[config.mk]
export PLATFORM = sky130hd
export DESIGN_NAME = req_fifo
export DESIGN_NICKNAME = d
export VERILOG_FILES = /design/src/source/lsu_pkg.sv /design/src/source/req_fifo.sv
export VERILOG_INCLUDE_DIRS = /design/src /design/src/source
export SDC_FILE = /design/constraint.sdc
export NUM_CORES = 1
export LEC_CHECK = 0
export BUFFER_PORTS_ARGS = -buffer_cell sky130_fd_sc_hd__buf_2
export CAP_MARGIN = 20
export CORE_MARGIN = 2
export CORE_UTILIZATION = 57
export CTS_CLUSTER_SIZE = 10
export DETAILED_ROUTE_END_ITERATION = 10
export PLACE_DENSITY = 0.79
export SLEW_MARGIN = 30
export SYNTH_ARGS = -nofsm -noshare
export SYNTH_HDL_FRONTEND = slang
export SYNTH_SLANG_ARGS = --single-unit
[constraint.sdc]
create_clock -name clk -period 5.5 [get_ports clk]
set_input_delay 0.275 -clock clk [delete_from_list [all_inputs] [get_ports clk]]
set_output_delay 0.275 -clock clk [all_outputs]
set_load 0.03 [all_outputs]
[src/source/lsu_defs.svh]
`ifndef LSU_DEFS_SVH
`define LSU_DEFS_SVH

// datapath widths in bits
`define LSU_ADDR_W 64
`define LSU_DATA_W 64

// ram window, depth in doublewords
`define LSU_MEM_DEPTH 256
`define LSU_MEM_BASE 64'h0000_0000_8000_0000

// queue depth and starting credits of both loops
`define LSU_CREDITS 4

`endif

[src/source/lsu_pkg.sv]
package lsu_pkg;

  // memory operations issued by the requester
  typedef enum logic [3:0] {
    OP_LB  = 4'd0,
    OP_LH  = 4'd1,
    OP_LW  = 4'd2,
    OP_LD  = 4'd3,
    OP_LBU = 4'd4,
    OP_LHU = 4'd5,
    OP_LWU = 4'd6,
    OP_SB  = 4'd7,
    OP_SH  = 4'd8,
    OP_SW  = 4'd9,
    OP_SD  = 4'd10
  } mem_op_e;

  // one-hot access size, same bit order as the access block mask
  typedef enum logic [3:0] {
    SIZE_D = 4'b0001,
    SIZE_W = 4'b0010,
    SIZE_H = 4'b0100,
    SIZE_B = 4'b1000
  } size_e;

endpackage

[src/source/req_fifo.sv]
`timescale 1ns/1ns
`include "lsu_defs.svh"

module req_fifo import lsu_pkg::*; (
  input  logic                   clk,
  input  logic                   rst_n,
  input  logic                   push,
  input  mem_op_e                push_op,
  input  logic [`LSU_ADDR_W-1:0] push_addr,
  input  logic [`LSU_DATA_W-1:0] push_wdata,
  input  logic                   pop,
  output logic                   empty,
  output mem_op_e                head_op,
  output logic [`LSU_ADDR_W-1:0] head_addr,
  output logic [`LSU_DATA_W-1:0] head_wdata
);

  localparam int DEPTH = `LSU_CREDITS;
  localparam int PTR_W = (DEPTH > 1) ? $clog2(DEPTH) : 1;

  mem_op_e                op_q    [DEPTH];
  logic [`LSU_ADDR_W-1:0] addr_q  [DEPTH];
  logic [`LSU_DATA_W-1:0] wdata_q [DEPTH];

  logic [PTR_W-1:0] wr_ptr;
  logic [PTR_W-1:0] rd_ptr;
  logic [PTR_W:0]   count;
  logic             full;
  logic             do_pop;

  // wrap explicitly so a depth that is not a power of two still works
  function automatic logic [PTR_W-1:0] next_ptr(input logic [PTR_W-1:0] ptr);
    if (ptr == PTR_W'(DEPTH - 1)) begin
      return '0;
    end
    return ptr + 1'b1;
  endfunction

  assign empty  = (count == '0);
  assign full   = (count == (PTR_W + 1)'(DEPTH));
  assign do_pop = pop && !empty;

  always_ff @(posedge clk) begin
    if (!rst_n) begin
      wr_ptr <= '0;
      rd_ptr <= '0;
      count  <= '0;
    end else begin
      if (push) begin
        wr_ptr <= next_ptr(wr_ptr);
      end
      if (do_pop) begin
        rd_ptr <= next_ptr(rd_ptr);
      end
      case ({push, do_pop})
        2'b10:   count <= count + 1'b1;
        2'b01:   count <= count - 1'b1;
        default: count <= count;
      endcase
    end
  end

  // entry storage
  always_ff @(posedge clk) begin
    if (push) begin
      op_q[wr_ptr]    <= push_op;
      addr_q[wr_ptr]  <= push_addr;
      wdata_q[wr_ptr] <= push_wdata;
    end
  end

  assign head_op    = op_q[rd_ptr];
  assign head_addr  = addr_q[rd_ptr];
  assign head_wdata = wdata_q[rd_ptr];

  // requester may only push while it holds a credit, so the queue never overflows
  a_no_overflow: assert property (@(posedge clk) disable iff (!rst_n) !(push && full))
    else $error("req_fifo: push while full");

endmodule

Word level (Yosys, flattened, before mapping):

Memories as Yosys holds them, arrays and structs flattened. A register that Yosys moved wholly into a read port is not among the register bits.
Index checks and enable logic that the tools add are counted.

* add/sub/neg operators: 4
* multiply operators: 0
* divide/modulo/power cells: 0
* order comparisons: 0
* equal/unequal tests: 4
* shift operators: 0
* muxes and demuxes: 19
* bitwise operators: 0
* reductions and logical operators: 4

Operators with widths (count)
* $mux W2: 10
* $mux W1: 8
* $eq A2 B2 Y1 const B: 3
* $pmux W3 S2: 1
* $add A2 B1 Y2 const B: 2
* $add A3 B1 Y3 const B: 1
* $logic_not A3 Y1: 1
* $sub A3 B1 Y3 const B: 1
* $eq A2 B1 Y1 const B: 1
* $reduce_bool A2 Y1: 1
* $logic_and A1 B1 Y1: 1
* $logic_not A1 Y1: 1

* register bits: 7
* bits in latches: 0
* bits in writable memories: 528
* ROM bits: 0
* input bits: 136
* output and inout port bits: 133
* word-level logic and storage cells: 37
* memories: 3

Memories
* addr_q: words 4, width 64, read ports 1, clocked after Yosys merged registers in 1, write ports 1, line req_fifo.sv:22 `` logic [`LSU_ADDR_W-1:0] addr_q [DEPTH]; ``
* wdata_q: words 4, width 64, read ports 1, clocked after Yosys merged registers in 1, write ports 1, line req_fifo.sv:23 `` logic [`LSU_DATA_W-1:0] wdata_q [DEPTH]; ``
* op_q: words 4, width 4, read ports 1, clocked after Yosys merged registers in 1, write ports 1, line req_fifo.sv:21 `mem_op_e op_q [DEPTH];`

Logic depth before layout (Yosys ltp):

Gate-level depths: netlist of the first run.

* depth after elaboration: 8
* mapped depth: 8
* gate-level depth less buffers: 8

Worst setup path before layout of the first run:

Ideal clock, no wire load.

* path kind: register -> register
* from: register wr_ptr[0]
* to: memory addr_q[3][0] (netlist name) (enable)
* library setup time: 506 ps
* arrival: 3572 ps
* required time: 4994 ps
* setup slack: 1422 ps
* cell stages (with the launch flop): 3
* path buffers: 0
* cell sequence: dfxtp_1 -> ha_1 -> and2_1

RTL lines
* start, declared: line req_fifo.sv:25 `logic [PTR_W-1:0] wr_ptr;`
* start signal, assigned: line req_fifo.sv:50 `wr_ptr <= next_ptr(wr_ptr);`
* end, declared: line req_fifo.sv:22

Straight into the memory's write port.

==> metrics.cfg, run 1 <==
[drt]
dr.pass1.iters=5
drcViolationCount=0
vias=9470
avgViaCountPerCell=5.69
routed_wirelength_um=38800
drtIter0Drc=635
wl_per_cell_um=23.3
ant_nets=0

[timing]
setup_violations=0
relSlewSlack=0.426
tightestPinTransition_ps=861
min_period_ps=3070
period_share=0.557
hold_viol=0
setup_tns_ps=0
finalMaxSlewViolations=0
grt_setup_unrepaired=no
clock_skew_ps=7.44
fmax_mhz=326

[synth]
yosysTopAreaCell=edfxtp_1
synthFlopType=edfxtp_1
async_flop_share=0
yosysMostFrequentCell=edfxtp_1
syn_area_sq_um=19500
synth_cell_types=24
yosysWarnings=0
synthCells=740
synth-seq-area-share=0.822
synthTopCellsByCount=528 x edfxtp_1, 132 x mux4_2, 15 x buf_2
synth_edf_count=528
syn_area_per_cell_sq_um=26.3
syn_nets=883
synth_top_area_share=0.813
ys_seq_elements=537
synthTopCellsByArea=edfxtp_1 81%, mux4_2 15%, dfxtp_1 0.92%

[power_and_ir_drop]
ir_worst_vdd_mv=0.436
p_leak_nw=8.25
p_per_area_nw_per_um2=432

[die]
die_width_um=189
ios=269
die_h_um=189
row_count=67
die_area_sq_um=35700
initial_core_util=0.580
coreArea_sq_um=33600

[worst_setup_path]
ff2ff_setup_slack_ps=2950
crit_fanout=67
worst_r2r_path_depth=4
startpoint_type=flop
cp_cell_sequence=buf_12 -> buf_16 -> mux4_2 -> buf_2
reg2reg_from=wr_ptr[0]$_SDFFE_PN0P_
critPathRequiredTime_ps=5220
cpPeakStageDelay_ps=600
arrival_ps=2790
critical_path.top_delay_family=buffers and inverters
reg2reg_to=addr_q[2][11]$_DFFE_PP_
worstSetupPathType=reg2out
worstPathBufferInverterCount=3
cp_slowest_cell=mux4_2
end_kind=output port

[global_routing]
grt_max_degree=133
track_usage=0.221
grt_pass1_vias=9941
grt_pass1_wl_um=59200
grt_antenna_before_repair=4
overflow=0

[min_path]
whs_endpoint=wr_ptr[0]$_SDFFE_PN0P_
min_path_type=in2reg
holdPathStages=2
hold_start=rst_n

[cts]
root_buffer=clkbuf_16
cts_made_buffers=60
cts_tree=done
cts_buffer_depth=3
clk_pin_slew_ps=50
cts_htree_levels=2
clock_latency_ps=570
cts_sinks=537

[cells_and_area]
fin_nets=1328
syn2layout_area_growth_pct=25.1
drive_gt1_frac=0.398
finalCoreUtilization=0.726
nFillCells=1886

[run_status]
outcome=finished clean

[place]
port_buffers=268
gp_congestion=0.726
hpwl_um=21800

[flow_run]
maxCapViolations=0

## layout by cell type (no fill, tap or decap), drive strengths merged
cell type    count
edfxtp         528
buf            281
mux4           132
dlygate4sd3    132
clkbuf          87
dfxtp            9
inv              8
ha               6
and2             6
o21ai            4
diode            3
nand2            3
nor2b            2
nand3            2
nor3             1
o31ai            1
xnor2            1
nor3b            1
a21oi            1
nor2             1
mux2i            1
xor2             1
or3              1
a21boi           1
fa               1
clkinv           1
## per-stage QoR
step / setup WS (ps) / area [sq um] / hold slack [ps] / power (W) / cells
finish: 2430 / 24400 / 52.6 / 0.0105 / 1663
global route: 2180 / 24400 / 39.1 / 0.0109 / 1663
CTS: 2290 / 24400 / 21.7 / 0.0106 / 1660
detailed placement: 2900 / 21400 / 491 / 0.00713 / 1439
global placement: 2980 / 21300 / 487 / 0.00708 / 1435
floorplan: 1420 / 19500 / 374 / 0.00653 / 740
## cell type report
class | instances | area, sq um | share of cell area
sequential | 537 | 16000 | 0.658
tap | 448 | 561 | 0.0230
inverter | 7 | 26.3 | 0.00108
multi-input combinational | 166 | 3240 | 0.133
clock inverter | 2 | 10.0 | 0.000410
clock buffer | 87 | 1630 | 0.0670
timing repair buffer | 413 | 2870 | 0.118
antenna | 3 | 7.51 | 0.000308
## cells by family after synthesis
group                    after synthesis  share of synthesized area
flip-flops                           537                      0.822
buffers and inverters                 37                     0.0119
multiplexers                         133                      0.153
adder cells (fa/ha/maj)                7                    0.00488
XOR/XNOR                               2                   0.000899
AND/OR/NAND/NOR                       17                    0.00481
AO/OA/AOI/OAI                          7                    0.00205
## registers in the layout (all words and copies together) (netlist names), named ones only
register  flops
count         3
op_q         16
wr_ptr        2
wdata_q     256
addr_q      256
rd_ptr        2
## metal layers
| metal | vias to the layer above | wire, um | global-route usage |
|---|---|---|---|
| li1 | 4070 | - | - |
| met1 | 4900 | 15300 | 0.306 |
| met2 | 424 | 19200 | 0.354 |
| met3 | 74 | 3240 | 0.0571 |
| met4 | 2 | 974 | 0.0658 |
| met5 | - | 13 | 0 |
## timing repair
action / 4_1_cts / 5_1_grt
endpoints found under the hold margin: 528 / 0
gates resized for setup: 0 / 0
hold buffers: 132 / 0
buffers inserted: 0 / 0
## power by group
part / switching, W / internal, W / leakage (nW)
clock network: 0.00141 / 0.00201 / 0.794
logic: 0.00142 / 0.000924 / 2.53
registers: 0.0000811 / 0.00469 / 4.92
## worst register-to-register path, stage by stage, from the launching register on
cell	delay [ps]
dfxtp_1	360
inv_1	120
ha_1	180
and2_4	710
buf_4	780
## worst max-delay path by stage
stage / end / slack [ps] / cells past startpoint
2_1_floorplan: addr_q[3][0]$_DFFE_PP_ / 1420 / 2
3_3_place_gp: head_wdata[17] / 2980 / 3
3_5_place_dp: head_wdata[41] / 2900 / 4
4_1_cts: head_wdata[53] / 2290 / 4
5_1_grt: head_wdata[53] / 2180 / 4
6_report: head_wdata[53] / 2430 / 4
No activity file was read; power rests on OpenSTA's default activity.
==> inputs of run 2 (changes only) <==
--- a/config.mk
+++ b/config.mk
@@ -6,6 +6,7 @@
 export SDC_FILE = /design/constraint.sdc
 export NUM_CORES = 1
 export LEC_CHECK = 0
+export ABC_AREA = 1
 export BUFFER_PORTS_ARGS = -buffer_cell sky130_fd_sc_hd__buf_2
 export CAP_MARGIN = 20
 export CORE_MARGIN = 2
==> constraint.sdc (replaced) <==
create_clock -name clk -period 3.2 [get_ports clk]
set_input_delay 0.16 -clock clk [delete_from_list [all_inputs] [get_ports clk]]
set_output_delay 0.16 -clock clk [all_outputs]
set_load 0.03 [all_outputs]
==> run 2 against run 1 <==
Against the previous run: clock power is 76% higher; critical path depth increased by 1; area after synthesis increased by 2.1%; flip-flop and latch count stayed put; non-clock buffer count up 15; worst hold slack better by 260 ps; synthesized cell count increased by 81%; final area up 1.7%; final cell count grew 34%; global-route usage increased by 3.7 points; clock skew rose by 5.4 ps; sequential share of layout area fell by 1.1 points.
==> metrics.cfg, run 2 <==
[timing]
clock_skew_ps=12.9
fmax_mhz=352
finalMaxSlewViolations=0
min_period_ps=2840
grt_setup_unrepaired=no
setup_tns_ps=0
holdWs_ps=315
relSlewSlack=0.484
period_share=0.889
setup_violations=0
tightestPinTransition_ps=774
hold_viol=0

[power_and_ir_drop]
p_per_area_nw_per_um2=779
intPower_w=0.0130
pwr-share-clk=0.311
p_sw_frac=0.329
ir_worst_vdd_mv=0.556
pwr-share-seq=0.427
netSwitchingPower_w=0.00636
p_comb_frac=0.262
p_leak_nw=8.76

[drt]
drcViolationCount=0
avgViaCountPerCell=5.79
drtIter0Drc=1202
routed_wirelength_um=47100
vias=12900
ant_nets=0
wl_per_cell_um=21.1
dr.pass1.iters=5

[global_routing]
grt_pass1_wl_um=71700
overflow=0
track_usage=0.258
grt_pass1_vias=13300
grt_antenna_before_repair=4
grt_max_degree=104

[cts]
post_cts_buffers=0
cts_buffer_depth=3
cts_tree=done
cts_sinks=537
clk_pin_slew_ps=60
root_buffer=clkbuf_16
ctsResizeCount=0
clock_latency_ps=600
hold_buffers=135
cts_htree_levels=2
cts_made_buffers=60

[synth]
yosysMostFrequentCell=edfxtp_1
ys_seq_elements=537
synthCells=1339
synthTopCellsByCount=528 x edfxtp_1, 268 x nor2_1, 140 x o21ai_0
synthFlopType=edfxtp_1
synthTopCellsByArea=edfxtp_1 80%, nor2_1 5.1%, o22ai_1 4.1%
synth_cell_types=20
async_flop_share=0
yosysWarnings=0
syn_nets=1482
syn_area_sq_um=19900
synth_top_area_share=0.797
yosysTopAreaCell=edfxtp_1
syn_area_per_cell_sq_um=14.9
synth_edf_count=528
synth-seq-area-share=0.806

[flow_run]
maxCapViolations=0

[worst_setup_path]
critPathRequiredTime_ps=3040
reg2reg_from=wr_ptr[0]$_SDFFE_PN0P_
cp_cell_sequence=inv_8 -> buf_4 -> nor2_1 -> o22ai_1 -> buf_2
cpPeakStageDelay_ps=480
startpoint_type=flop
worstSetupPathType=reg2out
critical_path.top_delay_family=buffers and inverters
arrival_ps=2680
worstPathBufferInverterCount=3
crit_fanout=96
cp_slowest_cell=dfxtp_4
end_kind=output port

[min_path]
hold_start=push_wdata[2]
min_path_type=in2reg

[die]
initial_core_util=0.578
die_width_um=191
row_count=68
die_h_um=191
ios=269
die_area_sq_um=36400
coreArea_sq_um=34500

[run_status]
outcome=finished clean

[cells_and_area]
top_regs=addr_q x256, wdata_q x256, op_q x16
finalCoreUtilization=0.720
final_cell_count_no_fill=2229
syn2layout_area_growth_pct=24.6
layout_commonest_cell=edfxtp_1
drive_gt1_frac=0.208
fin_nets=1886
final_cell_mix=528 x edfxtp_1, 268 x nor2_1, 268 x buf_2
design_area_sq_um=24800

[place]
port_buffers=268
dp_cells=2001
gp_congestion=0.794
placed_area_sq_um=21800
hpwl_um=24600

[run 2: changes by cell type in the layout (fill, tap and decap cells not counted), moves of 4 or more]
cell        before  now
inv_1            7   13
buf_4            6   13
o21ai_1          0  128
o22ai_1          0  132
a21oi_1          1    5
clkinvlp_4       0    4
buf_12           4   12
mux4_2         132    0
nor2_1           1  268
o21ai_0          4  140
nand2_1          3   10
and2_4           4    0
[run 2: path summary, 6_finish.rpt]
check                           slack, ps                 endpoint  cells past startpoint
worst max-delay path                  360           head_wdata[58]                      5
worst min-delay path                  320  wdata_q[1][2]$_DFFE_PP_                      2
worst max register to register       1090     op_q[2][1]$_DFFE_PP_                      5
worst min register to register        540   wr_ptr[1]$_SDFFE_PN0P_                      2
[run 2: power groups by stage]
stage,registers [W],clock network [W],logic (W)
4_1_cts,0.00824,0.00605,0.00500
5_1_grt,0.00827,0.00637,0.00539
6_report,0.00825,0.00602,0.00505
2_1_floorplan,0.00830,0,0.00338
3_5_place_dp,0.00838,0,0.00483
3_3_place_gp,0.00837,0,0.00471
[run 2: cells by family (layout without fill, tap and decap cells)]
kind of cell	Yosys count	in the layout	share of synthesized area
DFF	537	537	0.806
AOI/OAI and AO/OA	406	406	0.111
and+or+nand+nor	284	284	0.0541
buffers and inverters	105	536	0.0249
adders and majority gates	7	7	0.00478
other	0	4	0
[run 2: metrics by stage]
step / total power [W] / setup WS [ps]
2_1_floorplan: 0.0117 / 168
3_3_place_gp: 0.0131 / 1130
3_5_place_dp: 0.0132 / 1070
4_1_cts: 0.0193 / 402
5_1_grt: 0.0200 / 209
6_report: 0.0193 / 356
[run 2: area by class of cell]
cell class | instances | area [sq um]
Sequential cell | 537 | 16000
Fill cell | 2055 | 9660
Multi-Input combinational cell | 697 | 3370
Timing Repair Buffer | 428 | 3030
Clock buffer | 85 | 1640
Tap cell | 455 | 569
Inverter | 19 | 96.3
Clock inverter | 4 | 35.0
Antenna cell | 4 | 10.0
[run 2: routing by layer]
| metal | part of all wire | track usage |
|---|---|---|
| met1 | 0.38 | 0.326 |
| met2 | 0.49 | 0.436 |
| met3 | 0.095 | 0.0648 |
| met4 | 0.027 | 0.0894 |
| met5 | 0.00028 | 0 |
[run 2: worst reg2reg max path, cell delays in order, from the launching register on]
cell and delay [ps]:
dfxtp_1 360, inv_1 100, ha_1 190, nand2_1 100
clkinvlp_4 580, buf_12 460
