File: config.mk
export PLATFORM = sky130hd
export DESIGN_NAME = mem_access
export DESIGN_NICKNAME = d
export VERILOG_FILES = /design/src/source/lsu_pkg.sv /design/src/source/mem_access.sv
export VERILOG_INCLUDE_DIRS = /design/src /design/src/source
export SDC_FILE = /design/constraint.sdc
export NUM_CORES = 1
export LEC_CHECK = 0
export ABC_CLOCK_PERIOD_IN_PS = 12300
export BUFFER_PORTS_ARGS = -buffer_cell sky130_fd_sc_hd__buf_2
export CAP_MARGIN = 15
export CORE_AREA = 3 3 131 133
export DETAILED_ROUTE_END_ITERATION = 10
export DIE_AREA = 0 0 134 136
export PLACE_DENSITY_LB_ADDON = 0.08
export SLEW_MARGIN = 20
export SYNTH_ARGS = -nofsm -noshare
export SYNTH_HDL_FRONTEND = slang
export SYNTH_SLANG_ARGS = --single-unit
File: constraint.sdc
create_clock -name vclk -period 12.3
set_input_delay 2.46 -clock vclk [all_inputs]
set_output_delay 2.46 -clock vclk [all_outputs]
set_load 0.05 [all_outputs]
File: src/source/lsu_defs.svh
`ifndef LSU_DEFS_SVH
`define LSU_DEFS_SVH

// datapath widths in bits
`define LSU_ADDR_W 64
`define LSU_DATA_W 64

// ram window, depth in doublewords
`define LSU_MEM_DEPTH 256
`define LSU_MEM_BASE 64'h0000_0000_8000_0000

// queue depth and starting credits of both loops
`define LSU_CREDITS 4

`endif

File: src/source/lsu_pkg.sv
package lsu_pkg;

  // memory operations issued by the requester
  typedef enum logic [3:0] {
    OP_LB  = 4'd0,
    OP_LH  = 4'd1,
    OP_LW  = 4'd2,
    OP_LD  = 4'd3,
    OP_LBU = 4'd4,
    OP_LHU = 4'd5,
    OP_LWU = 4'd6,
    OP_SB  = 4'd7,
    OP_SH  = 4'd8,
    OP_SW  = 4'd9,
    OP_SD  = 4'd10
  } mem_op_e;

  // one-hot access size, same bit order as the access block mask
  typedef enum logic [3:0] {
    SIZE_D = 4'b0001,
    SIZE_W = 4'b0010,
    SIZE_H = 4'b0100,
    SIZE_B = 4'b1000
  } size_e;

endpackage

File: src/source/mem_access.sv
`timescale 1ns/1ns
`include "lsu_defs.svh"

module mem_access import lsu_pkg::*; (
  input  logic                   ena,
  input  logic                   wen,
  input  size_e                  size,
  input  logic [`LSU_ADDR_W-1:0] addr,
  input  logic [`LSU_DATA_W-1:0] wdata,
  output logic [7:0]             index,
  output logic [7:0]             byte_we,
  output logic [`LSU_DATA_W-1:0] ram_wdata,
  input  logic [`LSU_DATA_W-1:0] ram_rdata,
  output logic [`LSU_DATA_W-1:0] rdata,
  output logic                   fault
);

  localparam int ADDR_W = `LSU_ADDR_W;
  localparam logic [ADDR_W-1:0] WIN_BASE  = `LSU_MEM_BASE;
  localparam logic [ADDR_W-1:0] WIN_BYTES = ADDR_W'(`LSU_MEM_DEPTH * 8);

  logic [2:0]             offset;
  logic [5:0]             shift;
  logic [7:0]             lane_mask;
  logic [`LSU_DATA_W-1:0] lane_bits;
  logic [ADDR_W-1:0]      rel_addr;
  logic                   in_window;

  assign offset = addr[2:0];
  assign shift  = {offset, 3'b000};

  // byte offset inside the window, doubleword index taken from it
  assign rel_addr  = addr - WIN_BASE;
  assign in_window = (addr >= WIN_BASE) && (rel_addr < WIN_BYTES);
  assign index     = rel_addr[3 +: 8];

  // lane mask, empty for any misaligned access
  always_comb begin
    lane_mask = 8'h00;
    case (size)
      SIZE_D: begin
        if (offset == 3'd0) begin
          lane_mask = 8'hff;
        end
      end
      SIZE_W: begin
        if (offset == 3'd0) begin
          lane_mask = 8'h0f;
        end else if (offset == 3'd4) begin
          lane_mask = 8'hf0;
        end
      end
      SIZE_H: begin
        if (!offset[0]) begin
          lane_mask = 8'h03 << offset;
        end
      end
      SIZE_B:  lane_mask = 8'h01 << offset;
      default: lane_mask = 8'h00;
    endcase
  end

  // widen the lane mask to bit granularity
  always_comb begin
    for (int i = 0; i < 8; i++) begin
      lane_bits[i*8 +: 8] = {8{lane_mask[i]}};
    end
  end

  assign fault = ena && ((lane_mask == 8'h00) || !in_window);

  // a faulting access touches no lane
  assign byte_we   = (ena && wen && !fault) ? lane_mask : 8'h00;
  assign ram_wdata = wdata << shift;

  // selected lanes moved down to bit 0
  assign rdata = fault ? '0 : ((ram_rdata & lane_bits) >> shift);

  // decode in the unit must always hand over a legal size
  always_comb begin
    if (ena) begin
      a_size_onehot: assert ($onehot(size))
        else $error("mem_access: size %b not one-hot", size);
    end
  end

endmodule

* Word level (Yosys, flattened, before mapping)
Cells that the tools add are included. W data, S select, Z words.
Cells by class: $add $sub $neg 1, $mul 0, div/mod/pow operators 0, $lt $le $gt $ge 2, eq/ne operators 5, shift-type cells 4, muxes and demuxes 7, bitwise logic cells 1, reductions and logical operators 9
Operators with widths (count):
- $and A64 B64 Y64 | 1
- $ge A64 B32 Y1 const B | 1
- $lt A64 B12 Y1 const B | 1
- $mux W64 | 1
- $shl A64 B6 Y64 | 1
- $shr A64 B6 Y64 | 1
- $sub A64 B32 Y64 const B | 1
- $mux W8 | 5
- $pmux W8 S4 | 1
- $logic_not A8 Y1 | 1
- $shl A1 B3 Y8 const A | 1
- $shl A2 B3 Y8 const A | 1
- $eq A4 B1 Y1 const B | 1
- $eq A4 B2 Y1 const B | 1
- $eq A4 B3 Y1 const B | 1
- $eq A4 B4 Y1 const B | 1
- $logic_and A1 B1 Y1 | 4
- $eq A3 B3 Y1 const B | 1
- $logic_not A3 Y1 | 1
- $logic_not A1 Y1 | 2
- $logic_or A1 B1 Y1 | 1
Word-level totals: bits in registers 0, bits in latches 0, bits in writable memories 0, memory bits (read-only) 0, input port bits 198, logic and storage cells 29, memories kept 0

* Logic depth before layout (Yosys ltp)
Gate-level depths: netlist of the first run.
depth after elaboration 10, depth in mapped cells 12, mapped depth without buffers 9

* Least setup slack after synthesis of the first run
OpenSTA, ideal clock, no wires.
path type input to output, from input addr[1], to output rdata[10], arrival 6.018 ns, required time 9.840 ns, setup slack 3.822 ns, stages on the path 11, buffers on the path 3, path through clkbuf_1 > inv_2 > buf_1 > ha_1 > or3b_1 > a21o_1 > buf_4 > a21oi_1 > a22o_1 > o21ai_0 > nor3_1
On the way: cells in the longest elaborated chain, start to end 8, elaborated cells between the ends (all ways) 20, classes of those cells add/sub (1); order compare (2); eq/ne (1); shift (3); mux (6); bitwise (1); reduce/logical (6)
Ends and longest elaborated chain:
- start: declaration | line mem_access.sv:8 | input logic [`LSU_ADDR_W-1:0] addr,
- parallel branches: the longest is 7 deep, another holds $sub A64 B32 Y64
- $mux W64 * | line mem_access.sv:77 | assign rdata = fault ? '0 : ((ram_rdata & lane_bits) >> shift);
- end: declaration | line mem_access.sv:14 | output logic [`LSU_DATA_W-1:0] rdata,
Every way passes the cells marked *.

* Worst setup path in the final report of the first run
from input addr[1], to output rdata[4]
Same word-level chain as after synthesis.

==> metrics.md, run 1 <==
| Metric | Value |
|---|---|
| Register area share after synthesis | 0% |
| First-pass GRT wire length | 37,100 µm |
| Setup WS post-layout | ~3.3 ns |
| Multi-input gate area | 0.00432 mm² |
| Remaining Overflow, GRT | 0 |
| Post-DP HPWL | a little under 20,000 µm |
| NumNets Final | 1,148 |
| Final period util | between 70% and 80% |
| Vias/cell | between 5 and 6 |
| Initial Util | between 20% and 30% |
| CP required | 9.84 ns |
| Post-route ant nets | 0 |
| Drc violations | 0 |
| Hold_buf cts | 0 |
| Post-synthesis cell type count | 73 |
| Syn_area_per_cell | just under 7 µm² |
| Setup CP Type | input pin to output pin |
| Finished Cell Area | 0.00632 mm² |
| Hold Path Class | input pin to output pin |
| Total Routing Usage GR | 24.9% |
| Filler instances | around 1,800 |
| WL/cell | between 20 and 25 µm |
| Io pins | roughly 340 |
| Crit path launch type | input pin |
| Area growth, synth to finish | 36.7% |
| Area after DPL | between 0.006 and 0.007 mm² |
| Worst setup endpoint | rdata[4] |
| Peak supply drop | 0.0274 mV |
| Post-Synthesis Cells | 672 |
| Final-layout clock buffer total | 0 |
| Placeable Area | between 0.015 and 0.02 mm² |
| Non-Filler Instances | between 1,000 and 1,500 |
| Seq cells | 0 |
| Final hold violation count | 0 |
| Max_cap viols | 0 |
| Leakage power | 3.01 nW |
| Die Y | ~140 µm |
| Most frequent cells in the layout | buf_2 (325), nor2_1 (109), mux2i_1 (63) |
| Syn Nets | approximately 880 |
| Placed cell count | approximately 1,200 |
| Initial drt markers | 659 |
| Synth Warn # | 0 |
| Die ar. | 0.0182 mm² |
| Post-CTS Resized | 0 |
| Worst setup EP type | output pin |
| Pwr dens | between 40 and 50 mW/mm² |
| Hold_ws | between 4 and 5 ns |
| Vias in the first global route | 6,467 |
| Most common cell after layout, fill and taps aside | buf_2 |
| Crit path from | addr[1] |
| Min Tclk post-route | roughly 9.0 ns |
| Worst Tran Pin Value | around 1.2 ns |
| Status | finished clean |
| RSZ-0062 raised after global routing | no |
| Setup TNS Final | 0 ns |
| Max Freq | approximately 0.11 GHz |
| FF+latch area | 0 µm² |
| Drt pass-1 iters | 6 |
| Antenna violations before repair | 1 |
| Critical path data arrival time | approximately 6.5 ns |
| Postcts setup bufs | 0 |
| Hold path cells | 0 |
| Max-slew violation count | 0 |
| Post-synth design cell area | about 0.0046 mm² |
| Pre-CTS setup slack | approximately 3.4 ns |
| Largest net degree at the start of global routing | between 70 and 80 |
| Final-report setup violation count | 0 |
| # rows | 46 |
| Post-Route WL | 24,900 µm |
| Slew headroom | around a fifth |
| Share of cells above drive strength 1 | between 40% and 50% |
| RD Place Congestion | approximately 0.95 |
| Die width | 134 µm |
| PortBufs | between 300 and 400 |
| Crit-path max FO | 76 |
| Vias | approximately 7,000 |
==> synth_stat cells (8+ instances only) <==
cell type  number  share of area [%]
nor2_1        110                8.9
mux2i_1        63                 14
a21oi_1        41                4.4
nand2_1        36                2.9
a221oi_1       33                6.3
a22o_1         31                5.9
and2_1         25                3.4
clkbuf_1       24                2.0
nor3_1         20                2.2
o21ai_0        20                2.2
buf_1          14                1.1
nand3_1        14                1.5
buf_2          13                1.4
nor2b_1        13                1.8
a221o_1        12                2.6
buf_4          11                1.8
mux2_2         11                2.7
nor4_1         11                1.5
a211o_1        10                1.9
a32oi_1        10                1.9
a222oi_1        9                2.0
a31oi_1         9                1.2
o22ai_1         9                1.2
a21boi_0        8                1.3
==> critical path, cell delays in order <==
cell and delay [ns]:
buf_4 0.70, inv_2 0.49, ha_1 0.37, or3b_1 0.21, a21o_1 0.44, nand2_1 0.09, nor2_1 0.22, a41oi_4 0.22
a31oi_4 0.80, nor2_1 0.14, buf_2 0.26
==> stage by stage <==
stage / utilization [%] / power [mW]
after floorplan: - / 0.180
after global routing: 39.6 / 0.282
after detailed placement: 39.5 / 0.262
after global placement: 39.4 / 0.262
final: 39.6 / 0.264
after CTS: 39.5 / 0.262
==> metal layers <==
metal	vias to the layer above	track usage [%]	routed length [µm]
met3	50	3.63	2160
li1	3216	-	-
met5	-	0	0
met4	0	5.03	658
met2	384	42.8	11700
met1	3253	33.2	10300
==> how the worst min path moves through the flow <==
stage | slack [ns] | startpoint | to
after global routing | 4.92 | addr[8] | index[5]
after CTS | 4.92 | addr[7] | index[4]
after floorplan | 5.09 | addr[3] | index[0]
final | 4.92 | addr[5] | index[2]
after detailed placement | 4.92 | addr[7] | index[4]
after global placement | 4.92 | addr[7] | index[4]
==> final cells by class <==
class | count | share of cell area (%)
tap | 216 | 4.28
timing repair buffer | 334 | 26.8
inverter | 7 | 0.416
antenna | 1 | 0.0396
multi-input combinational | 602 | 68.4
==> cells by family after synthesis <==
family / Yosys count / synth area share [%]
compound gates: 237 / 40.8
xor+xnor: 2 / 0.379
mux: 77 / 17.8
simple gates: 281 / 32.6
buf+inv: 70 / 7.10
fa+ha+maj: 5 / 1.35
==> report_power, final <==
| group | switching (mW) | internal [mW] | leakage [nW] |
|---|---|---|---|
| combinational | 0.182 | 0.0822 | 3.01 |
| sequential | 0 | 0 | 0 |
| clock | 0 | 0.0000000109 | 0.00000634 |
| total | 0.182 | 0.0822 | 3.01 |
Power figures use the tool's default switching activity.
==> run 2, diff against run 1 <==
--- a/config.mk
+++ b/config.mk
@@ -6,12 +6,13 @@
 export SDC_FILE = /design/constraint.sdc
 export NUM_CORES = 1
 export LEC_CHECK = 0
-export ABC_CLOCK_PERIOD_IN_PS = 12300
+export ABC_AREA = 1
+export ABC_CLOCK_PERIOD_IN_PS = 7400
 export BUFFER_PORTS_ARGS = -buffer_cell sky130_fd_sc_hd__buf_2
 export CAP_MARGIN = 15
-export CORE_AREA = 3 3 131 133
+export CORE_AREA = 3 3 133 135
 export DETAILED_ROUTE_END_ITERATION = 10
-export DIE_AREA = 0 0 134 136
+export DIE_AREA = 0 0 136 138
 export PLACE_DENSITY_LB_ADDON = 0.08
 export SLEW_MARGIN = 20
 export SYNTH_ARGS = -nofsm -noshare
==> constraint.sdc (replaced) <==
create_clock -name vclk -period 7.4
set_input_delay 1.48 -clock vclk [all_inputs]
set_output_delay 1.48 -clock vclk [all_outputs]
set_load 0.05 [all_outputs]
==> run 2 against run 1 <==
Routed wire length increased by 6.0%. First-iteration DRC count down 17%. Sequential share of layout area unchanged. Setup slack lost 2.1 ns. Clock-buffer cell count did not move. Utilization up 2.5 points. Global-route usage up 1.4 points. Die area rose by 3.0%. Synthesized area grew 16%. Synthesized cell count rose by 74%. Sequential cell count did not move.
==> metrics.md, run 2 <==
| Metric | Value |
|---|---|
| Final hold violation count | 0 (unchanged) |
| Worst setup EP type | output pin |
| Vias/cell | 5.04 (-15%) |
| Vias in the first global route | 7,826 (+21%) |
| Peak supply drop | 0.0485 mV (+77%) |
| Syn Nets | 1,373 (+57%) |
| Remaining Overflow, GRT | 0 (unchanged) |
| Slew headroom | 29.2% (+8.7 points) |
| RSZ-0062 raised after global routing | no |
| Flop pwr share | 0% (unchanged) |
| Setup TNS Final | 0 ns (unchanged) |
| Clk pwr share | 0% (unchanged) |
| CP required | 5.92 ns (-3.92 ns) |
| Setup WS post-layout | 1.25 ns (-2.10 ns) |
| Area growth, synth to finish | 30.6% |
| Syn_area_per_cell | 4.57 µm² (-33%) |
| PortBufs | 327 (unchanged) |
| Final-layout clock buffer total | 0 (unchanged) |
| Top-count cell post-synth | nand2_1 |
| WL/cell | 15.9 µm (-26%) |
| Initial drt markers | 547 (-17%) |
| Max_cap viols | 0 (unchanged) |
| FF+latch area | 0 µm² (unchanged) |
| NumNets Final | 1,637 (+43%) |
| Post-route ant nets | 0 (unchanged) |
| Status | finished clean |
| Post-synth design cell area | 0.00535 mm² (+16%) |
| Sw Ratio | 73.1% (+4.2 points) |
| RD Place Congestion | 0.934 (-1.4%) |
| Logic gate share of total power | 100.0% (about the same) |
| Io pins | 343 (unchanged) |
| Crit-path max FO | 33 (-57%) |
| Top post-synthesis cells by area | nand2_1 (31%), nor2_1 (12%), nand3_1 (11%), inv_1 (8.4%), o21ai_0 (6.2%) |
| Psw | 0.347 mW (+91%) |
| Antenna violations before repair | 5 (+4) |
| Drt pass-1 iters | 5 (-1) |
| Synth cell count leaders | nand2_1 (445), nor2_1 (172), inv_1 (120) |
| Post-DP HPWL | 21,200 µm (+10%) |
| Max-slew violation count | 0 (unchanged) |
| Internal power | 0.128 mW (+56%) |
| Worst Tran Pin Value | 1.06 ns (-0.122 ns) |
| Total Routing Usage GR | 26.3% (+1.4 points) |
| Max Freq | about 0.16 GHz |
| Hold_ws | 2.96 ns (-1.96 ns) |
| Die ar. | 0.0188 mm² (+3.0%) |
| Top-area cell type share of the netlist area | 31.2% (+18 points) |
| Pwr dens | 68.0 mW/mm² (+63%) |
| Die Y | 138 µm (+1.5%) |
| Final-report setup violation count | 0 (unchanged) |
| Area after DPL | 0.00697 mm² (+11%) |
| Post-CTS Resized | 0 (unchanged) |
| Synth Warn # | 0 (unchanged) |
| Finished Cell Area | 0.00699 mm² (+11%) |
| Seq cells | 0 (unchanged) |
| Largest net degree at the start of global routing | 75 (-2.6%) |
| Hold_buf cts | 0 (unchanged) |
| Total Power | 0.475 mW (+80%) |
| Drc violations | 0 (unchanged) |
| Die width | 136 µm (+1.5%) |
| Placeable Area | 0.0166 mm² (+4.0%) |
| Register area share after synthesis | 0% (unchanged) |
| Initial Util | 32.3% (+3.3 points) |
| First-pass GRT wire length | 40,800 µm (+9.9%) |
| Pre-CTS setup slack | 1.26 ns (-2.18 ns) |
| Hold Path Class | input pin to output pin |
| Leakage power | 3.94 nW (+31%) |
| # rows | 47 (+2.2%) |
| Post-Synthesis Cells | 1,170 (+74%) |
| Post-synthesis cell type count | 40 (-45%) |
| Final period util | 83.1% |
| Critical path data arrival time | 4.67 ns (-1.82 ns) |
| Crit path launch type | input pin |
| Most common cell after layout, fill and taps aside | nand2_1 |
| Setup CP Type | input pin to output pin |
| Min Tclk post-route | roughly 6 ns |
| Synth area leader | nand2_1 |
| Vias | 8,360 (+21%) |
| Most frequent cells in the layout | nand2_1 (445), buf_2 (326), nor2_1 (170) |
| Share of cells above drive strength 1 | 28.4% (-12 points) |
| Postcts setup bufs | 0 (unchanged) |
| Post-Route WL | 26,400 µm (+6.0%) |
==> run 2: cell count changes after synthesis, sizes merged, moves of 42 or more <==
cell   before  now
o21ai      20   71
nand2      36  450
a21oi      43    1
inv         7  127
nor2      110  218
nand3      15  123
mux2i      63    1
==> run 2: final timing paths <==
check,depth (start not counted),from,end
min,0,addr[6],index[3]
max,13,addr[2],fault
==> run 2: area by class of cell <==
class                      instances  area [µm²]
antenna                            6        15.0
fill                            2064        9600
inverter                         128         480
multi-input combinational        967        4500
tap                              220         275
timing repair buffer             337        1710
==> run 2: kinds of logic (layout without fill, tap and decap cells) <==
kind of cell | Yosys count | after routing | share of synthesized area, %
AOI/OAI and AO/OA | 144 | 144 | 17.5
xor gates and xnor gates | 5 | 5 | 0.818
adders and majority gates | 5 | 5 | 1.17
buffers and inverters | 203 | 465 | 15.9
muxes | 1 | 1 | 0.187
other | 0 | 6 | 0
and+or+nand+nor | 812 | 812 | 64.3
==> run 2: power groups by stage <==
stage	logic [mW]	clock network, mW	registers, mW
after floorplan	0.333	0	0
after global placement	0.474	0	0
after detailed placement	0.474	0	0
after CTS	0.475	0	0
after global routing	0.515	0.0000000904	0
final	0.475	0.000000109	0
==> run 2: stage by stage <==
stage,cells,utilization (%)
after CTS,1652,42.0
after global placement,1652,42.0
after floorplan,1170,-
after detailed placement,1652,42.0
after global routing,1657,42.1
final,1658,42.1
==> run 2: worst max-delay path: stages <==
cell      delay [ns]
buf_2           0.50
inv_2           0.45
nand3_1         0.21
nor2_1          0.06
nor2_1          0.08
nand2_1         0.33
inv_1           0.19
nand2_1         0.06
nand3b_1        0.20
nand3_2         0.12
nand2_4         0.07
inv_2           0.48
buf_2           0.38
==> run 2: metal layers <==
layer	global-route usage (%)	routed length [µm]	part of all wire, %	vias up
met5	0	0	0	-
met4	7.43	858	3.3	0
met3	3.02	2220	8.4	48
met2	46.4	12800	49	394
met1	33.4	10500	40	3677
li1	-	-	-	4241
