--- config.mk ---
export PLATFORM = sky130hd
export DESIGN_NAME = load_store_unit
export DESIGN_NICKNAME = d
export VERILOG_FILES = /design/src/source/lsu_pkg.sv /design/src/source/load_store_unit.sv
export VERILOG_INCLUDE_DIRS = /design/src /design/src/source
export SDC_FILE = /design/constraint.sdc
export NUM_CORES = 1
export LEC_CHECK = 0
export ABC_AREA = 1
export BUFFER_PORTS_ARGS = -buffer_cell sky130_fd_sc_hd__buf_2
export CAP_MARGIN = 0
export CORE_AREA = 2 2 158 160
export DETAILED_ROUTE_END_ITERATION = 12
export DIE_AREA = 0 0 160 162
export PLACE_DENSITY = 0.57
export SLEW_MARGIN = 10
export SYNTH_ARGS = -nofsm -noshare
export SYNTH_HDL_FRONTEND = slang
export SYNTH_SLANG_ARGS = --single-unit
--- constraint.sdc ---
create_clock -name clk -period 12.95 [get_ports clk]
set_clock_uncertainty 0.05 [all_clocks]
set_input_delay 0 -clock clk [delete_from_list [all_inputs] [get_ports clk]]
set_output_delay 0 -clock clk [all_outputs]
set_load 0.02 [all_outputs]
--- src/source/lsu_defs.svh ---
`ifndef LSU_DEFS_SVH
`define LSU_DEFS_SVH

// datapath widths in bits
`define LSU_ADDR_W 64
`define LSU_DATA_W 64

// ram window, depth in doublewords
`define LSU_MEM_DEPTH 256
`define LSU_MEM_BASE 64'h0000_0000_8000_0000

// queue depth and starting credits of both loops
`define LSU_CREDITS 4

`endif

--- src/source/lsu_pkg.sv ---
package lsu_pkg;

  // memory operations issued by the requester
  typedef enum logic [3:0] {
    OP_LB  = 4'd0,
    OP_LH  = 4'd1,
    OP_LW  = 4'd2,
    OP_LD  = 4'd3,
    OP_LBU = 4'd4,
    OP_LHU = 4'd5,
    OP_LWU = 4'd6,
    OP_SB  = 4'd7,
    OP_SH  = 4'd8,
    OP_SW  = 4'd9,
    OP_SD  = 4'd10
  } mem_op_e;

  // one-hot access size, same bit order as the access block mask
  typedef enum logic [3:0] {
    SIZE_D = 4'b0001,
    SIZE_W = 4'b0010,
    SIZE_H = 4'b0100,
    SIZE_B = 4'b1000
  } size_e;

endpackage

--- src/source/load_store_unit.sv ---
`timescale 1ns/1ns
`include "lsu_defs.svh"

module load_store_unit import lsu_pkg::*; (
  input  logic                   clk,
  input  logic                   rst_n,
  input  logic                   fifo_empty,
  input  mem_op_e                head_op,
  input  logic [`LSU_ADDR_W-1:0] head_addr,
  input  logic [`LSU_DATA_W-1:0] head_wdata,
  output logic                   pop,
  output logic                   req_credit,
  input  logic                   rsp_credit,
  output logic                   acc_ena,
  output logic                   acc_wen,
  output size_e                  acc_size,
  output logic [`LSU_ADDR_W-1:0] acc_addr,
  output logic [`LSU_DATA_W-1:0] acc_wdata,
  input  logic [`LSU_DATA_W-1:0] acc_rdata,
  input  logic                   acc_fault,
  output logic                   rsp_valid,
  output logic [`LSU_DATA_W-1:0] rsp_data,
  output logic                   rsp_err
);

  localparam int CNT_W = $clog2(`LSU_CREDITS) + 1;
  localparam logic [CNT_W-1:0] CNT_FULL = CNT_W'(`LSU_CREDITS);

  logic [CNT_W-1:0]       rsp_cnt;
  logic                   exec_valid;
  mem_op_e                exec_op;
  logic [`LSU_ADDR_W-1:0] exec_addr;
  logic [`LSU_DATA_W-1:0] exec_wdata;
  logic                   exec_wen;
  logic                   exec_signed;
  size_e                  exec_size;
  logic                   sign_bit;
  logic [`LSU_DATA_W-1:0] ext_data;

  // take a request only if a response slot is guaranteed downstream
  assign pop        = !fifo_empty && (rsp_cnt != '0);
  assign req_credit = pop;

  always_ff @(posedge clk) begin
    if (!rst_n) begin
      rsp_cnt <= CNT_FULL;
    end else begin
      rsp_cnt <= rsp_cnt - CNT_W'(pop) + CNT_W'(rsp_credit);
    end
  end

  // execute stage
  always_ff @(posedge clk) begin
    if (!rst_n) begin
      exec_valid <= 1'b0;
    end else begin
      exec_valid <= pop;
    end
  end

  always_ff @(posedge clk) begin
    if (pop) begin
      exec_op    <= head_op;
      exec_addr  <= head_addr;
      exec_wdata <= head_wdata;
    end
  end

  // operation decode
  always_comb begin
    exec_wen    = exec_op inside {OP_SB, OP_SH, OP_SW, OP_SD};
    exec_signed = exec_op inside {OP_LB, OP_LH, OP_LW, OP_LD};
    case (exec_op)
      OP_LB, OP_LBU, OP_SB: exec_size = SIZE_B;
      OP_LH, OP_LHU, OP_SH: exec_size = SIZE_H;
      OP_LW, OP_LWU, OP_SW: exec_size = SIZE_W;
      OP_LD, OP_SD:         exec_size = SIZE_D;
      // unknown opcode, caught by the size check in the access block
      default:              exec_size = size_e'(4'b0000);
    endcase
  end

  assign acc_ena   = exec_valid;
  assign acc_wen   = exec_wen;
  assign acc_size  = exec_size;
  assign acc_addr  = exec_addr;
  assign acc_wdata = exec_wdata;

  // sign or zero extension of the aligned load data
  always_comb begin
    sign_bit = 1'b0;
    ext_data = acc_rdata;
    case (exec_size)
      SIZE_B: begin
        sign_bit = exec_signed && acc_rdata[7];
        ext_data = {{56{sign_bit}}, acc_rdata[7:0]};
      end
      SIZE_H: begin
        sign_bit = exec_signed && acc_rdata[15];
        ext_data = {{48{sign_bit}}, acc_rdata[15:0]};
      end
      SIZE_W: begin
        sign_bit = exec_signed && acc_rdata[31];
        ext_data = {{32{sign_bit}}, acc_rdata[31:0]};
      end
      default: ext_data = acc_rdata;
    endcase
  end

  // response stage
  always_ff @(posedge clk) begin
    if (!rst_n) begin
      rsp_valid <= 1'b0;
    end else begin
      rsp_valid <= exec_valid;
    end
  end

  always_ff @(posedge clk) begin
    if (exec_valid) begin
      rsp_data <= exec_wen ? '0 : ext_data;
      rsp_err  <= acc_fault;
    end
  end

  // consumer returns at most what was handed out
  a_credit_bound: assert property (@(posedge clk) disable iff (!rst_n)
    rsp_credit |-> (rsp_cnt != CNT_FULL))
    else $error("load_store_unit: rsp_credit with counter full");

endmodule

# After elaboration in Yosys (flattened, before gate mapping)
# Memories as Yosys holds them, arrays and structs flattened. A register that Yosys moved wholly into a read port is not among the register bits.
# Index checks and enable logic that the tools add are counted.
dict set report classes {
  addsub 2
  eq_ne 10
  muxes 2
  reduce_logical 9
}
# operator n
set op_table {}
lappend op_table {{$pmux 64 s3} 1}
lappend op_table {{$eq 4x4->1 const B} 4}
lappend op_table {{$eq 4x2->1 const B} 3}
lappend op_table {{$eq 4x3->1 const B} 2}
lappend op_table {{$reduce_bool 4->1} 2}
lappend op_table {{$eq 4x1->1 const B} 1}
lappend op_table {{$logic_and 1x1->1} 4}
lappend op_table {{$logic_not 4->1} 1}
lappend op_table {{$mux 4} 1}
lappend op_table {{$add 3x1->3} 1}
lappend op_table {{$reduce_bool 3->1} 1}
lappend op_table {{$sub 3x1->3} 1}
lappend op_table {{$logic_not 1->1} 1}
dict set report totals {
  n_memories 1
  register_bits 202
  rom_bits 64
  elab_cells 32
  inputBits 201
  out_inout_bits 202
}
# memory words width rd rd_clocked_by_memory_dff write_ports line
set memory_table {}
lappend memory_table {{(no name shown)} 16 4 1 1 0 load_store_unit.sv:73} ;# case (exec_op)

# Depth between registers and ports, before layout
# Gate-level depths: netlist of the first run.
dict set report depth {
  ltp_word 4
  depth_mapped 11
  mapped_depth_nobuf 11
}

# Least setup slack after synthesis of the first run
# No wires, ideal clock.
dict set report synth_timing {
  path_type {reg-to-reg}
  from {register rsp_cnt[1]}
  to {register rsp_cnt[2]}
  slack_ns 7.862
  setup_ns 0.062
  path_stages_with_launch 12
  arrival_time_ns 4.976
  path_cell_list {dfxtp_1 -> nor2_1 -> nand2_1 -> nand2_2 -> inv_1 -> ha_1 -> inv_1 -> ha_1 -> inv_1 -> fa_1 -> or2_2 -> nand3_1}
}
dict set report synth_via {
  elab_chain_cells 4
}
# item line
set synth_rtl {}
lappend synth_rtl {{start: declaration} load_store_unit.sv:29} ;# logic [CNT_W-1:0] rsp_cnt;
lappend synth_rtl {{start signal: assignment} load_store_unit.sv:48} ;# rsp_cnt <= rsp_cnt - CNT_W'(pop) + CNT_W'(rsp_credit);
lappend synth_rtl {{$reduce_bool 3->1} load_store_unit.sv:41} ;# assign pop = !fifo_empty && (rsp_cnt != '0);
lappend synth_rtl {{$logic_and 1x1->1} load_store_unit.sv:41}
lappend synth_rtl {{named net pop} load_store_unit.sv:11} ;# output logic pop,
lappend synth_rtl {{$sub 3x1->3} load_store_unit.sv:48}
lappend synth_rtl {{$add 3x1->3} load_store_unit.sv:48}
# The timed path passes the listed nets, and every way through them passes these cells.
# A chain may end at the register's enable or synchronous reset.

# Worst setup path after layout of the first run
dict set report layout_timing {
  from {register rsp_cnt[1]}
  to {register rsp_cnt[2]}
}
dict set report layout_via {
  elab_chain_cells 4
}
# item line
set layout_rtl {}
lappend layout_rtl {{$reduce_bool 3->1} load_store_unit.sv:41}
lappend layout_rtl {{$logic_and 1x1->1} load_store_unit.sv:41}
lappend layout_rtl {{$sub 3x1->3 *} load_store_unit.sv:48}
lappend layout_rtl {{$add 3x1->3 *} load_store_unit.sv:48}
# Every way passes the cells marked *; elsewhere a longest branch is shown, timed or not.

==> results.ini, run 1 <==
[synth]
yosys.area.top_type=edfxtp_1
synthArstFlopShare=0
synth_xor_area_frac=0.001184
synth_common_cells=197 x edfxtp_1, 123 x nor2_1, 55 x inv_1
synth_seq_cells=206
synth_area_per_cell_um2=14.76
yosys.area_share.simple=0.1066
yosysMostFrequentCell=edfxtp_1
yosys_warnings=0
synth.distinct_cells=23
synth_top_family_by_area=simple AND/OR/NAND/NOR gates
synth_edf_count=197
synthCells=501
synth_area_leaders=edfxtp_1 80%, nor2_1 6.2%, inv_1 2.8%
synth_fa_ha_area_frac=0.006089
yosysTopAreaCellShare=0.7997
muxShareOfSynthArea=0
synth-compound-area-share=0.01793
ys.flop_type=edfxtp_1
syn-cell-area_mm2=0.007397
synth_fp_nets=705
seq_area_frac_synth=0.8241

[global_routing]
grt_usage=0.1761
grt_antenna_before_repair=3
grt_max_degree=79
grt_overflow=0
grt_pass1_vias=6329
grt_pass1_wl_mm=35.05

[sta]
relSlewSlack=0.3230
final-setup-viol-count=0
period_needed_ns=2.644
fmax_ghz=0.3782
hold_violations=0
rsz0062_at_grt=no
finalSetupTns_ns=0
slew_viol_final=0
tightest_slew_ns=1.016
fin_crit_sh=0.2042
hold_ws_ns=0.1518

[pwr]
ir_drop_v=0.0001059
p_total_mw=2.095
powerDensity_mw_per_mm2=167.8
p_leak_nw=5.598

[die]
die_h_um=162
ios=403
start_util=0.3069
die_w_um=160
core_mm2=0.02411
die_area_mm2=0.02592
num_rows=57

[hold_path]
min_from=head_addr[49]
hp-class=in2reg
hold_depth=2
min_to=acc_addr[49]$_DFFE_PN_

[setup_path]
startpoint_type=flip-flop
endpoint_kind=flip-flop
rrSetupSlack_ns=10.31
r2r_start=rsp_cnt[1]$_SDFF_PN0_
reg2reg_depth=11
path_max_fanout=58
worstSetupPathType=reg2reg
reg2reg_to=rsp_cnt[2]$_SDFF_PN1_
arrival_ns=3.04
required_ns=13.34

[route]
ant_nets=0
drc=0
post_drt_wl_per_cell_um=16.30
vias=6103
wl_mm=23.75
vias_per_cell=4.189
first_iter_violations=308
first_pass_iters=6

[cts]
worstSkewPairLatency_ns=0.50
cts.path.max_buffers=3
clkTransAtPathRegs_ns=0.06
cts_tree=yes
cts_sinks=206
cts_buffers=22
htreeDepth=1
ctsResizeCount=0
clock-root-buffer=clkbuf_16
cts_setup_buffers=0

[final_layout]
final_nets=1318
post-route-util=0.5179
area_growth_syn_to_layout_pct=68.78
nFillCells=2062
drive_above_1_share=0.4000
final_cells=1457

[flow_run]
maxCapViolations=0

[place]
dp_hpwl_mm=15.88
gp_congestion=0.8762
dp.cells=1214
io_buffers=402

[run_status]
status=complete, no violations

==> routing by layer <==
metal	track usage	wire, um	vias to the layer above
met5	0	13	-
met4	0.06511	819	2
met3	0.05260	1886	59
met2	0.3318	12570	273
met1	0.1855	8456	2847
li1	-	-	2922
==> metrics by stage <==
| stage | cell area [um^2] | setup slack [ns] |
|---|---|---|
| final | 12480 | 10.31 |
| after global routing | 12480 | 10.04 |
| after CTS | 12480 | 10.28 |
| after detailed placement | 9731 | 10.28 |
| after global placement | 9731 | 10.36 |
| after floorplan | 7397 | 7.862 |
==> how the worst max path moves through the flow <==
stage / start / cells after the start / slack, ns / endpoint
after floorplan: rsp_cnt[1]$_SDFF_PN0_ / 11 / 7.86 / rsp_cnt[2]$_SDFF_PN1_
after global placement: rsp_cnt[1]$_SDFF_PN0_ / 11 / 10.36 / rsp_cnt[2]$_SDFF_PN1_
after detailed placement: rsp_cnt[1]$_SDFF_PN0_ / 11 / 10.28 / rsp_cnt[2]$_SDFF_PN1_
after CTS: rsp_cnt[1]$_SDFF_PN0_ / 11 / 10.28 / rsp_cnt[2]$_SDFF_PN1_
after global routing: rsp_cnt[1]$_SDFF_PN0_ / 11 / 10.04 / rsp_cnt[2]$_SDFF_PN1_
final: rsp_cnt[1]$_SDFF_PN0_ / 11 / 10.31 / rsp_cnt[2]$_SDFF_PN1_
==> layout make-up <==
class,count,area (um^2),area share
antenna,3,7.507,0.0006013
clock buffer,28,573.1,0.04590
clock inverter,12,171.4,0.01373
inverter,59,226.5,0.01814
multi-input combinational,221,974.7,0.07807
sequential,206,6097,0.4884
tap,324,405.4,0.03247
timing repair buffer,604,4029,0.3227
==> cell usage in the layout, fill, tap and decap left out, drive strengths merged <==
master	synthesis	routed
a21oi	24	24
buf	15	404
bufinv	0	4
clkbuf	0	28
clkinv	0	7
dfxtp	9	9
diode	0	3
dlygate4sd3	0	200
edfxtp	197	197
fa	1	1
ha	2	2
inv	59	60
nand2	52	52
nand3	9	9
nand3b	1	1
nand4	2	2
nor2	127	127
o211ai	1	1
or2	1	1
xnor2	1	1
==> repair_timing <==
action                     4_1_cts  5_1_grt
setup endpoints to repair        0        0
hold buffers                   200        0
hold endpoints to repair       206        0
==> registers in the layout, summed over array words and instances, names as in the netlist <==
| register | count |
|---|---|
| acc_addr | 64 |
| acc_wdata | 64 |
| rsp_data | 64 |
| acc_size | 4 |
| exec_op | 4 |
| rsp_cnt | 3 |
| acc_ena | 1 |
| rsp_err | 1 |
| rsp_valid | 1 |
==> kinds of logic (layout without fill, tap and decap cells) <==
kind of cell    after synthesis  after routing
flops                       206            206
simple gates                192            192
buf+inv                      74            703
compound gates               25             25
fa+ha+maj                     3              3
xor+xnor                      1              1
other cells                   0              3
==> critical path, cell delays in order, from the launching register on <==
cell	delay, ns
dfxtp_1	0.40
nor2_1	0.07
nand2_1	0.18
nand2_2	0.17
inv_6	0.42
ha_1	0.33
inv_1	0.06
ha_1	0.12
inv_1	0.05
fa_1	0.37
or2_2	0.30
nand3_1	0.06
==> where the power goes <==
part           leakage, nW  switching (mW)  internal [mW]
combinational         3.26           0.359          0.181
sequential            1.97          0.0320          0.876
clock                0.363           0.252          0.395
No activity file was read; power rests on OpenSTA's default activity.
==> inputs of run 2 (changes only) <==
==> constraint.sdc (replaced) <==
create_clock -name clk -period 2.7 [get_ports clk]
set_clock_uncertainty 0.05 [all_clocks]
set_input_delay 0 -clock clk [delete_from_list [all_inputs] [get_ports clk]]
set_output_delay 0 -clock clk [all_outputs]
set_load 0.02 [all_outputs]
==> results.ini, run 2 (synthesis gave the netlist of run 1 again) <==
[sta]
tightest_slew_ns=0.7251  ; -0.2904 ns
fin_crit_sh=0.8731  ; +0.6689
hold_violations=0  ; unchanged
slew_viol_final=0  ; unchanged
final-setup-viol-count=0  ; unchanged
period_needed_ns=2.357  ; -0.2871 ns
rsz0062_at_grt=no
fmax_ghz=0.4242  ; +12%
relSlewSlack=0.5166  ; +0.1936
worst_slack_ns=0.3427  ; -9.963 ns
finalSetupTns_ns=0  ; unchanged

[route]
first_iter_violations=295  ; -4.2%
first_pass_iters=4  ; -2
post_drt_wl_per_cell_um=15.94  ; -2.2%
vias_per_cell=4.174  ; -0.36%
wl_mm=23.30  ; -1.9%
ant_nets=0  ; unchanged
drc=0  ; unchanged
vias=6098  ; -0.082%

[place]
dp.cells=1217  ; +0.25%
place_area_mm2=0.009803  ; +0.75%
io_buffers=402  ; unchanged
dp_hpwl_mm=15.85  ; -0.24%
gp_congestion=0.8219  ; -6.2%
pre_cts_ws_ns=0.5508  ; -9.727 ns

[die]
ios=403  ; unchanged
start_util=0.3069  ; unchanged
core_mm2=0.02411  ; unchanged
num_rows=57  ; unchanged
die_w_um=160  ; unchanged
die_h_um=162  ; unchanged
die_area_mm2=0.02592  ; unchanged

[global_routing]
grt_overflow=0  ; unchanged
grt_pass1_vias=6264  ; -1.0%
grt_max_degree=135  ; +71%
grt_pass1_wl_mm=34.23  ; -2.3%
grt_antenna_before_repair=4  ; +1
grt_usage=0.1699  ; -0.006144

[pwr]
ir_drop_v=0.0004102  ; +290%
powerDensity_mw_per_mm2=784.0  ; +370%
p_total_mw=9.788  ; +370%
p_leak_nw=5.594  ; about the same

[final_layout]
final_area_mm2=0.01248  ; unchanged
layout_common_cells=402 x buf_2, 201 x dlygate4sd3_1, 197 x edfxtp_1, 122 x nor2_1, 54 x inv_1
final_common_cell=buf_2
drive_above_1_share=0.4065  ; +0.006526
final_nets=1323  ; +0.38%
final_cells=1461  ; +0.27%
area_growth_syn_to_layout_pct=68.78  ; unchanged

[run_status]
status=complete, no violations

[hold_path]
hp-class=in2reg

[flow_run]
maxCapViolations=0  ; unchanged

[cts]
cts_buffers=23  ; +4.5%
worstSkewPairLatency_ns=0.51  ; about the same
cts_tree=yes
cts.path.max_buffers=3  ; unchanged
ctsResizeCount=0  ; unchanged
htreeDepth=1  ; unchanged
clock-root-buffer=clkbuf_16
cts_sinks=206  ; unchanged
cts_setup_buffers=0  ; unchanged
clkTransAtPathRegs_ns=0.06  ; about the same

[setup_path]
arrival_ns=2.68  ; -0.36 ns
path_max_fanout=43  ; -26%
required_ns=3.02  ; -10.32 ns
endpoint_kind=flip-flop
worstSetupPathType=reg2reg
startpoint_type=flip-flop

-- run 2: changes by cell type in the layout (fill, tap and decap cells not counted), moves of 2 or more --
cell and delta:
buf_12 +3, clkinv_2 +4, clkinvlp_4 +2, clkbuf_1 -2
bufinv_16 -4
-- run 2: path summary, 6_finish.rpt --
| kind | startpoint | end | slack [ns] | depth (start not counted) |
|---|---|---|---|---|
| setup / recovery | exec_op[3]$_DFFE_PN_ | rsp_data[11]$_SDFFCE_PP0P_ | 0.34 | 7 |
| hold / removal | head_wdata[10] | acc_wdata[10]$_DFFE_PN_ | 0.15 | 2 |
| setup reg to reg | exec_op[3]$_DFFE_PN_ | rsp_data[11]$_SDFFCE_PP0P_ | 0.34 | 7 |
| hold reg to reg | acc_ena$_SDFF_PN0_ | rsp_valid$_SDFF_PN0_ | 0.47 | 2 |
-- run 2: layout make-up --
class,count,area (um^2)
tap,324,405.4
clock buffer,27,590.6
timing repair buffer,608,4099
multi-input combinational,221,987.2
sequential,206,6098
fill,2121,11620
clock inverter,13,71.32
antenna,3,7.507
inverter,59,225.2
-- run 2: what timing repair did --
action / 4_1_cts / 5_1_grt
setup endpoints to repair: 0 / 0
hold endpoints to repair: 206 / 0
hold buffers: 201 / 0
-- run 2: worst max-delay path, stage by stage (launching register included) --
cell	delay, ns
edfxtp_1	0.43
nor2_2	0.27
inv_2	0.05
o211ai_2	0.20
inv_2	0.26
buf_12	0.24
a21oi_1	0.13
dlygate4sd3_1	0.56
-- run 2: power by group --
part | total (mW) | switching, mW | internal (mW) | leakage [nW]
sequential | 4.35 | 0.148 | 4.20 | 1.97
clock | 2.79 | 1.23 | 1.56 | 0.329
combinational | 2.65 | 1.74 | 0.914 | 3.29
-- run 2: per-stage QoR --
step,hold slack [ns],utilization
2_1_floorplan,0.03473,-
3_3_place_gp,0.1265,0.4067
3_5_place_dp,0.1282,0.4067
4_1_cts,0.1185,0.5176
5_1_grt,0.1390,0.5179
6_report,0.1502,0.5179
-- run 2: layer usage --
layer / GRT usage / up-vias / part of all wire
li1: - / 2937 / -
met1: 0.1806 / 2835 / 0.36
met2: 0.3152 / 264 / 0.53
met3: 0.05107 / 60 / 0.083
met4: 0.06880 / 2 / 0.032
met5: 0 / - / 0.00064
